--- src/common/fetch_pkg.sv ---
package fetch_pkg;

    ////////////////////////////////////////////////////////////
    // address geometry
    ////////////////////////////////////////////////////////////

    localparam int ADDR_W     = 32;                   // byte address
    localparam int LINE_OFF_W = 4;                    // 16 byte lines
    localparam int FIP_W      = ADDR_W - LINE_OFF_W;  // line address

    // line address as a type, handy for casts
    typedef logic [FIP_W-1:0] fip_t;

    // each bank walks every other line
    localparam fip_t FIP_STEP = 2;

    ////////////////////////////////////////////////////////////
    // control-flow sources
    ////////////////////////////////////////////////////////////

    // highest value is highest priority
    typedef enum logic [1:0] {
        CF_NONE    = 2'd0,  // sequential fetch
        CF_BRANCH  = 2'd1,  // predicted taken branch
        CF_RESTEER = 2'd2,  // redirect from writeback
        CF_INIT    = 2'd3   // start of execution
    } cf_sel_e;

endpackage

--- src/common/icache_pkg.sv ---
package icache_pkg;

    ////////////////////////////////////////////////////////////
    // line store geometry
    ////////////////////////////////////////////////////////////

    localparam int LINE_W = 128;  // one line of instruction bytes

    // index sits just above the bank parity bit
    localparam int INDEX_W = 3;
    localparam int LINES   = 2 ** INDEX_W;  // entries per bank

    // everything above the index is tag
    localparam int TAG_W = fetch_pkg::FIP_W - INDEX_W - 1;

    // bit positions inside a line address
    localparam int INDEX_LSB = 1;
    localparam int TAG_LSB   = INDEX_W + 1;

endpackage

--- src/fetch/fip_bank.sv ---
`timescale 1ns/1ns

module fip_bank #(
    parameter bit PARITY = 1'b0  // 0 for the even bank, 1 for the odd bank
) (
    input  logic                        clk,
    input  logic                        reset_i,
    input  fetch_pkg::cf_sel_e          cf_sel_i,
    input  logic [fetch_pkg::FIP_W-1:0] init_fip_i,
    input  logic [fetch_pkg::FIP_W-1:0] wb_fip_i,
    input  logic [fetch_pkg::FIP_W-1:0] bp_fip_i,
    input  logic                        latch_loaded_i,
    output logic [fetch_pkg::FIP_W-1:0] fip_o
);

    logic [fetch_pkg::FIP_W-1:0] fip_q;   // sequential line
    logic                        fip_ld;

    ////////////////////////////////////////////////////////////
    // line select
    ////////////////////////////////////////////////////////////

    // redirects bypass the register so the new line goes out this cycle
    always_comb begin
        case (cf_sel_i)
            fetch_pkg::CF_INIT:    fip_o = init_fip_i;
            fetch_pkg::CF_RESTEER: fip_o = wb_fip_i;
            fetch_pkg::CF_BRANCH:  fip_o = bp_fip_i;
            default:               fip_o = fip_q;
        endcase
    end

    // step on any redirect or when downstream took the line
    assign fip_ld = (cf_sel_i != fetch_pkg::CF_NONE) || latch_loaded_i;

    ////////////////////////////////////////////////////////////
    // sequential register
    ////////////////////////////////////////////////////////////

    always_ff @(posedge clk) begin
        if (reset_i) begin
            fip_q <= {{(fetch_pkg::FIP_W-1){1'b0}}, PARITY};  // line 0 or line 1
        end else if (fip_ld) begin
            fip_q <= fip_o + fetch_pkg::FIP_STEP;  // skip the other bank's line
        end
    end

    // redirect sources must deliver lines of this bank's parity
    a_fip_parity: assert property (
        @(posedge clk) disable iff (reset_i)
        fip_q[0] == PARITY
    ) else $error("fip_bank %0d: register left its parity, fip_q %0h", PARITY, fip_q);

endmodule

--- src/icache/icache_bank.sv ---
`timescale 1ns/1ns

module icache_bank (
    input  logic                          clk,
    input  logic                          reset_i,
    input  logic [fetch_pkg::FIP_W-1:0]   fip_i,
    input  logic                          fill_i,
    input  logic [fetch_pkg::FIP_W-1:0]   fill_fip_i,
    input  logic [icache_pkg::LINE_W-1:0] fill_line_i,
    output logic [icache_pkg::LINE_W-1:0] line_o,
    output logic                          miss_o
);

    // entry storage
    logic [icache_pkg::TAG_W-1:0]  tag_mem  [icache_pkg::LINES];
    logic [icache_pkg::LINE_W-1:0] data_mem [icache_pkg::LINES];
    logic [icache_pkg::LINES-1:0]  valid_q;

    // lookup side
    logic [icache_pkg::INDEX_W-1:0] rd_index;
    logic [icache_pkg::TAG_W-1:0]   rd_tag;
    logic                           rd_hit;

    // fill side
    logic [icache_pkg::INDEX_W-1:0] wr_index;
    logic [icache_pkg::TAG_W-1:0]   wr_tag;

    ////////////////////////////////////////////////////////////
    // address fields
    ////////////////////////////////////////////////////////////

    // bit 0 only picks the bank, so it is not part of index or tag
    assign rd_index = fip_i[icache_pkg::INDEX_LSB +: icache_pkg::INDEX_W];
    assign rd_tag   = fip_i[fetch_pkg::FIP_W-1:icache_pkg::TAG_LSB];

    assign wr_index = fill_fip_i[icache_pkg::INDEX_LSB +: icache_pkg::INDEX_W];
    assign wr_tag   = fill_fip_i[fetch_pkg::FIP_W-1:icache_pkg::TAG_LSB];

    assign rd_hit = valid_q[rd_index] && (tag_mem[rd_index] == rd_tag);

    ////////////////////////////////////////////////////////////
    // fill
    ////////////////////////////////////////////////////////////

    always_ff @(posedge clk) begin
        if (fill_i) begin
            tag_mem[wr_index]  <= wr_tag;
            data_mem[wr_index] <= fill_line_i;
        end
    end

    always_ff @(posedge clk) begin
        if (reset_i) begin
            valid_q <= '0;  // whole bank empty
        end else if (fill_i) begin
            valid_q[wr_index] <= 1'b1;
        end
    end

    ////////////////////////////////////////////////////////////
    // registered lookup
    ////////////////////////////////////////////////////////////

    always_ff @(posedge clk) begin
        line_o <= data_mem[rd_index];  // only meaningful with miss_o low
    end

    // a bank busy with a fill does not hand out lines
    always_ff @(posedge clk) begin
        if (reset_i) begin
            miss_o <= 1'b0;
        end else begin
            miss_o <= fill_i || !rd_hit;
        end
    end

    // no spurious miss right out of reset
    a_miss_after_reset: assert property (
        @(posedge clk) reset_i |=> !miss_o
    ) else $error("icache_bank: miss_o high in the cycle after reset");

endmodule

--- src/logic/cf_arbiter.sv ---
`timescale 1ns/1ns

module cf_arbiter (
    input  logic                         init_i,
    input  logic                         resteer_i,
    input  logic                         branch_i,
    input  logic [fetch_pkg::ADDR_W-1:0] init_addr_i,
    output fetch_pkg::cf_sel_e           cf_sel_o,
    output logic [fetch_pkg::FIP_W-1:0]  init_fip_even_o,
    output logic [fetch_pkg::FIP_W-1:0]  init_fip_odd_o
);

    logic [fetch_pkg::FIP_W-1:0] init_line;       // line holding init_addr_i
    logic [fetch_pkg::FIP_W-1:0] init_line_next;  // the line after it

    ////////////////////////////////////////////////////////////
    // source priority
    ////////////////////////////////////////////////////////////

    always_comb begin
        if (init_i) begin
            cf_sel_o = fetch_pkg::CF_INIT;
        end else if (resteer_i) begin
            cf_sel_o = fetch_pkg::CF_RESTEER;  // writeback beats the predictor
        end else if (branch_i) begin
            cf_sel_o = fetch_pkg::CF_BRANCH;
        end else begin
            cf_sel_o = fetch_pkg::CF_NONE;
        end
    end

    ////////////////////////////////////////////////////////////
    // initial even/odd split
    ////////////////////////////////////////////////////////////

    assign init_line      = init_addr_i[fetch_pkg::ADDR_W-1:fetch_pkg::LINE_OFF_W];
    assign init_line_next = init_line + fetch_pkg::fip_t'(1);

    // the bank matching the start line gets it, the other bank the next line
    always_comb begin
        if (init_line[0]) begin
            init_fip_odd_o  = init_line;
            init_fip_even_o = init_line_next;
        end else begin
            init_fip_even_o = init_line;
            init_fip_odd_o  = init_line_next;
        end
    end

    // no request must mean sequential fetch, and any request must redirect
    always_comb begin
        assert #0 ((cf_sel_o == fetch_pkg::CF_NONE) == !(init_i || resteer_i || branch_i))
            else $error("cf_arbiter: cf_sel_o %0h disagrees with requests", cf_sel_o);
    end

endmodule

--- src/logic/fetch_unit.sv ---
`timescale 1ns/1ns

module fetch_unit (
    input  logic                          clk,
    input  logic                          reset_i,
    // control flow
    input  logic                          init_i,
    input  logic [fetch_pkg::ADDR_W-1:0]  init_addr_i,
    input  logic                          resteer_i,
    input  logic                          branch_i,
    input  logic [fetch_pkg::FIP_W-1:0]   wb_fip_even_i,
    input  logic [fetch_pkg::FIP_W-1:0]   wb_fip_odd_i,
    input  logic [fetch_pkg::FIP_W-1:0]   bp_fip_even_i,
    input  logic [fetch_pkg::FIP_W-1:0]   bp_fip_odd_i,
    // downstream latches
    input  logic                          latch_loaded_even_i,
    input  logic                          latch_loaded_odd_i,
    // line fill
    input  logic                          fill_even_i,
    input  logic                          fill_odd_i,
    input  logic [fetch_pkg::FIP_W-1:0]   fill_fip_i,
    input  logic [icache_pkg::LINE_W-1:0] fill_line_i,
    // fetch results
    output logic [fetch_pkg::FIP_W-1:0]   fip_even_o,
    output logic [fetch_pkg::FIP_W-1:0]   fip_odd_o,
    output logic [icache_pkg::LINE_W-1:0] line_even_o,
    output logic [icache_pkg::LINE_W-1:0] line_odd_o,
    output logic                          miss_even_o,
    output logic                          miss_odd_o
);

    fetch_pkg::cf_sel_e          cf_sel;
    logic [fetch_pkg::FIP_W-1:0] init_fip_even;
    logic [fetch_pkg::FIP_W-1:0] init_fip_odd;

    ////////////////////////////////////////////////////////////
    // control flow
    ////////////////////////////////////////////////////////////

    cf_arbiter i_cf_arbiter (
        .init_i          (init_i),
        .resteer_i       (resteer_i),
        .branch_i        (branch_i),
        .init_addr_i     (init_addr_i),
        .cf_sel_o        (cf_sel),
        .init_fip_even_o (init_fip_even),
        .init_fip_odd_o  (init_fip_odd)
    );

    ////////////////////////////////////////////////////////////
    // even bank
    ////////////////////////////////////////////////////////////

    fip_bank #(.PARITY(1'b0)) i_fip_bank_even (
        .clk            (clk),
        .reset_i        (reset_i),
        .cf_sel_i       (cf_sel),
        .init_fip_i     (init_fip_even),
        .wb_fip_i       (wb_fip_even_i),
        .bp_fip_i       (bp_fip_even_i),
        .latch_loaded_i (latch_loaded_even_i),
        .fip_o          (fip_even_o)
    );

    icache_bank i_icache_bank_even (
        .clk         (clk),
        .reset_i     (reset_i),
        .fip_i       (fip_even_o),
        .fill_i      (fill_even_i),
        .fill_fip_i  (fill_fip_i),   // shared fill bus, strobe picks the bank
        .fill_line_i (fill_line_i),
        .line_o      (line_even_o),
        .miss_o      (miss_even_o)
    );

    ////////////////////////////////////////////////////////////
    // odd bank
    ////////////////////////////////////////////////////////////

    fip_bank #(.PARITY(1'b1)) i_fip_bank_odd (
        .clk            (clk),
        .reset_i        (reset_i),
        .cf_sel_i       (cf_sel),
        .init_fip_i     (init_fip_odd),
        .wb_fip_i       (wb_fip_odd_i),
        .bp_fip_i       (bp_fip_odd_i),
        .latch_loaded_i (latch_loaded_odd_i),
        .fip_o          (fip_odd_o)
    );

    icache_bank i_icache_bank_odd (
        .clk         (clk),
        .reset_i     (reset_i),
        .fip_i       (fip_odd_o),
        .fill_i      (fill_odd_i),
        .fill_fip_i  (fill_fip_i),
        .fill_line_i (fill_line_i),
        .line_o      (line_odd_o),
        .miss_o      (miss_odd_o)
    );

endmodule

--- config.mk ---
export PLATFORM = sky130hd
export DESIGN_NAME = fetch_unit
export DESIGN_NICKNAME = d
export VERILOG_FILES = /design/src/common/fetch_pkg.sv /design/src/common/icache_pkg.sv /design/src/fetch/fip_bank.sv /design/src/icache/icache_bank.sv /design/src/logic/cf_arbiter.sv /design/src/logic/fetch_unit.sv
export SDC_FILE = /design/constraint.sdc
export NUM_CORES = 2
export LEC_CHECK = 0
export BUFFER_PORTS_ARGS = -buffer_cell sky130_fd_sc_hd__buf_4
export CAP_MARGIN = 25
export CORE_MARGIN = 2
export CORE_UTILIZATION = 30
export DETAILED_ROUTE_END_ITERATION = 8
export SYNTH_ARGS = -nofsm -noshare
export SYNTH_HDL_FRONTEND = slang
export SYNTH_SLANG_ARGS = --single-unit
export TNS_END_PERCENT = 5
--- constraint.sdc ---
create_clock -name clk -period 14.3 [get_ports clk]
set_clock_uncertainty 0.05 [all_clocks]
set_input_delay 2.86 -clock clk [delete_from_list [all_inputs] [get_ports clk]]
set_output_delay 2.86 -clock clk [all_outputs]
set_load 0.005 [all_outputs]
==> flow_summary.json <==
{
  "nets": 9268,
  "synth_edf_count": 2432,
  "pwr-share-clk_pct": 40.2,
  "grt_pass1_wl_um": 457800,
  "via_count": 69280,
  "tns_ns": 0,
  "layout.cells.non_filler": 13980,
  "io_pins": 623,
  "rsz0062_at_grt": "false",
  "grtUsageTotal_pct": 17.15,
  "post-route-util_pct": 35.84,
  "tritoncts": "built",
  "outcome": "finished, final reports clean",
  "routedWlPerCell_um": 22.83,
  "viasPerCell": 4.957,
  "grt_pass1_vias": 67560,
  "crit_slowest_cell": "a221oi_1",
  "clock.fmax_mhz": 109.1,
  "cts_sinks": 2762,
  "clkTransAtPathRegs_ns": 0.06,
  "netlist_top_cells_count": "2508 x nand2_1, 2432 x edfxtp_1, 1334 x nand3_1",
  "min_path_cells": 2,
  "yosysWarnings": 0,
  "hold_viol": 0,
  "numCtsBuffers": 299,
  "combinationalPowerShare_pct": 10.8,
  "postLayoutCellArea_mm2": 0.1265,
  "rr_worst_depth": 12,
  "initial_utilization_pct": 30.17,
  "ff2ff_setup_slack_ns": 8.57,
  "postSynthCellCount": 8399,
  "synthFlopType": "edfxtp_1",
  "synth_top_area_cell": "edfxtp_1",
  "synth-xor-area-share_pct": 0.7731,
  "seqPwrFrac_pct": 48.9,
  "drive_above_1_share_pct": 14.05,
  "synth_nets": 8712,
  "hold_end": "i_fip_bank_odd.fip_q[19]",
  "p_sw_share_pct": 24.83,
  "r2r-start": "i_fip_bank_even.fip_q[3]",
  "die_area_mm2": 0.3597,
  "path_class": "in -> out",
  "worstMarginPinSlew_ns": 1.218,
  "clk_path_buf_depth": 4,
  "area_delta_synth_final_pct": 18.78,
  "pre_cts_ws_ns": 5.009,
  "muxShareOfSynthArea_pct": 1.371,
  "synth.avg_cell_area_um2": 12.68,
  "overflow": 0,
  "fp.dieH_um": 599.8,
  "root_buffer": "clkbuf_16",
  "drtIter0Drc": 6010,
  "ys_ff_latch": 2762,
  "required_ns": 11.39,
  "cp_cell_sequence": "buf_4, buf_4, nor4_1, a221oi_1, nand2_4, inv_8, buf_4",
  "critPathMaxFanout": 73,
  "dpl_cell_area_mm2": 0.1164,
  "synthesis.area_mm2": 0.1065,
  "hp-start": "i_fip_bank_odd.fip_q[19]",
  "io_buffers": 617,
  "slew_headroom_pct": 18.81,
  "cellPowerDensity_mw_per_mm2": 151.7,
  "async_reset_ff_share_pct": 0,
  "power_mw": 19.19,
  "place.gp.congestion": 0.8898,
  "dp_hpwl_um": 185000,
  "arrival_ns": 6.25,
  "startpoint_type": "input pin",
  "layout_setup_ws_ns": 5.135,
  "die_w_um": 599.8,
  "synth_area_leaders": "edfxtp_1 69%, nand2_1 8.8%, nand3_1 6.3%",
  "holdWs_ns": 0.4125,
  "cts_hold_buf": 0,
  "finalSetupViolations": 0,
  "p_leak_nw": 45.28,
  "switching_power_mw": 4.764,
  "hold_class": "reg -> reg",
  "synth_most_common_cell": "nand2_1",
  "ys_seq_area_share_pct": 74.79,
  "drc": 0,
  "r2r_end": "i_icache_bank_even.line_o[97]",
  "synth_top_family_by_area": "simple AND/OR/NAND/NOR gates",
  "htreeDepth": 5,
  "synth_fa_ha_area_share_pct": 0.04700,
  "finalCriticalPeriod_ns": 9.165,
  "slowest_delay_ns": 0.93,
  "slew_violations": 0,
  "postRouteAntennaNets": 0,
  "synth_top_area_share_pct": 68.58,
  "synth_cell_types": 89,
  "worstSkewPairLatency_ns": 0.91,
  "rows": 218,
  "yosys.area_share.simple_pct": 16.90,
  "drt_wl_total_um": 319100,
  "numPlacedInstances": 13380,
  "p_int_mw": 14.42,
  "synth-compound-area-share_pct": 4.056,
  "grt_max_degree": 171,
  "peakVddDrop_v": 0.00009471,
  "first_pass_iters": 6,
  "worst_setup_path_end_kind": "output pin",
  "period_share_pct": 64.09,
  "ctsResizeCount": 0,
  "core_area_mm2": 0.3530,
  "postCtsSetupBuffers": 0,
  "cp_common_cell": "buf_4",
  "maxCapViolations": 0,
  "antenna_found_initial": 48
}
==> placed cells by master (no fill, tap or decap), types with 20 or more instances in the layout <==
cell type / synthesis / final
o21ai_0: 304 / 300
nor2_1: 140 / 128
mux2i_1: 138 / 138
nand3_1: 1334 / 1334
nand4_1: 27 / 27
or3_1: 32 / 32
diode_2: 0 / 43
clkbuf_8: 0 / 26
a31oi_1: 24 / 23
bufinv_16: 0 / 22
xor2_1: 30 / 30
a21oi_1: 65 / 65
edfxtp_1: 2432 / 2432
a221oi_1: 23 / 23
clkinv_2: 0 / 40
dfxtp_1: 330 / 330
a32oi_1: 20 / 20
clkbuf_16: 0 / 310
nand2_1: 2508 / 2506
clkinv_1: 1 / 38
xnor2_1: 64 / 64
and3_1: 23 / 23
a211oi_1: 86 / 86
clkbuf_1: 365 / 77
buf_4: 6 / 764
==> cell families (layout without fill, tap and decap cells) <==
family / count (synthesis) / in the layout
AND/OR/NAND/NOR: 4180 / 4180
buffers and inverters: 545 / 1348
XOR/XNOR: 94 / 94
flip-flops: 2762 / 2762
adder cells (fa/ha/maj): 4 / 4
other: 0 / 43
AO/OA/AOI/OAI: 670 / 670
multiplexers: 144 / 144
==> layer usage <==
| layer | GRT usage (%) | part of all wire [%] | vias to the layer above |
|---|---|---|---|
| met5 | 0 | 0.048 | - |
| met4 | 7.789 | 4.4 | 24 |
| met3 | 2.994 | 6.7 | 544 |
| met2 | 29.04 | 49 | 2482 |
| met1 | 21.36 | 40 | 34840 |
| li1 | - | - | 31380 |
==> critical path, delay by kind of cell <==
kind | cells | cell delay (ns)
buf+inv | 4 | 1.63
compound gates | 1 | 0.93
simple gates | 2 | 0.71
==> how the worst max path moves through the flow <==
stage | from | to | slack [ns] | depth (start not counted)
CTS | branch_i | fip_even_o[3] | 5.14 | 7
finish | branch_i | fip_even_o[3] | 5.14 | 7
detailed placement | branch_i | i_icache_bank_even.line_o[92] | 5.01 | 13
global placement | branch_i | i_icache_bank_even.line_o[91] | 5.16 | 13
floorplan | fill_fip_i[3] | i_icache_bank_even.data_mem[1][0] | 0.01 | 1
global route | branch_i | fip_even_o[3] | 5.00 | 7
==> power by group through the flow <==
stage               Clock [mW]  Combinational, mW  Sequential (mW)
global route              8.17               2.28             9.41
detailed placement           0               2.09             9.56
global placement             0               2.04             9.56
floorplan                    0               1.07             9.49
CTS                       7.87               2.09             9.40
finish                    7.72               2.08             9.39
==> registers in the layout, indices dropped and copies added, names as in the netlist <==
register / count
i_icache_bank_odd.valid_q: 8
i_icache_bank_odd.tag_mem: 192
i_icache_bank_odd.line_o: 128
i_icache_bank_even.data_mem: 1024
i_icache_bank_even.line_o: 128
i_icache_bank_even.miss_o: 1
i_icache_bank_even.tag_mem: 192
i_icache_bank_odd.miss_o: 1
i_icache_bank_odd.data_mem: 1024
i_fip_bank_odd.fip_q: 28
i_icache_bank_even.valid_q: 8
i_fip_bank_even.fip_q: 28
==> layout make-up <==
type / count / area (um^2)
antenna: 43 / 107.6
clock buffer: 413 / 8404
clock inverter: 135 / 1474
fill: 33690 / 226500
inverter: 24 / 132.6
multi-input combinational: 5092 / 24830
sequential: 2762 / 79640
tap: 4730 / 5918
timing repair buffer: 776 / 5986
Power figures use the tool's default switching activity.
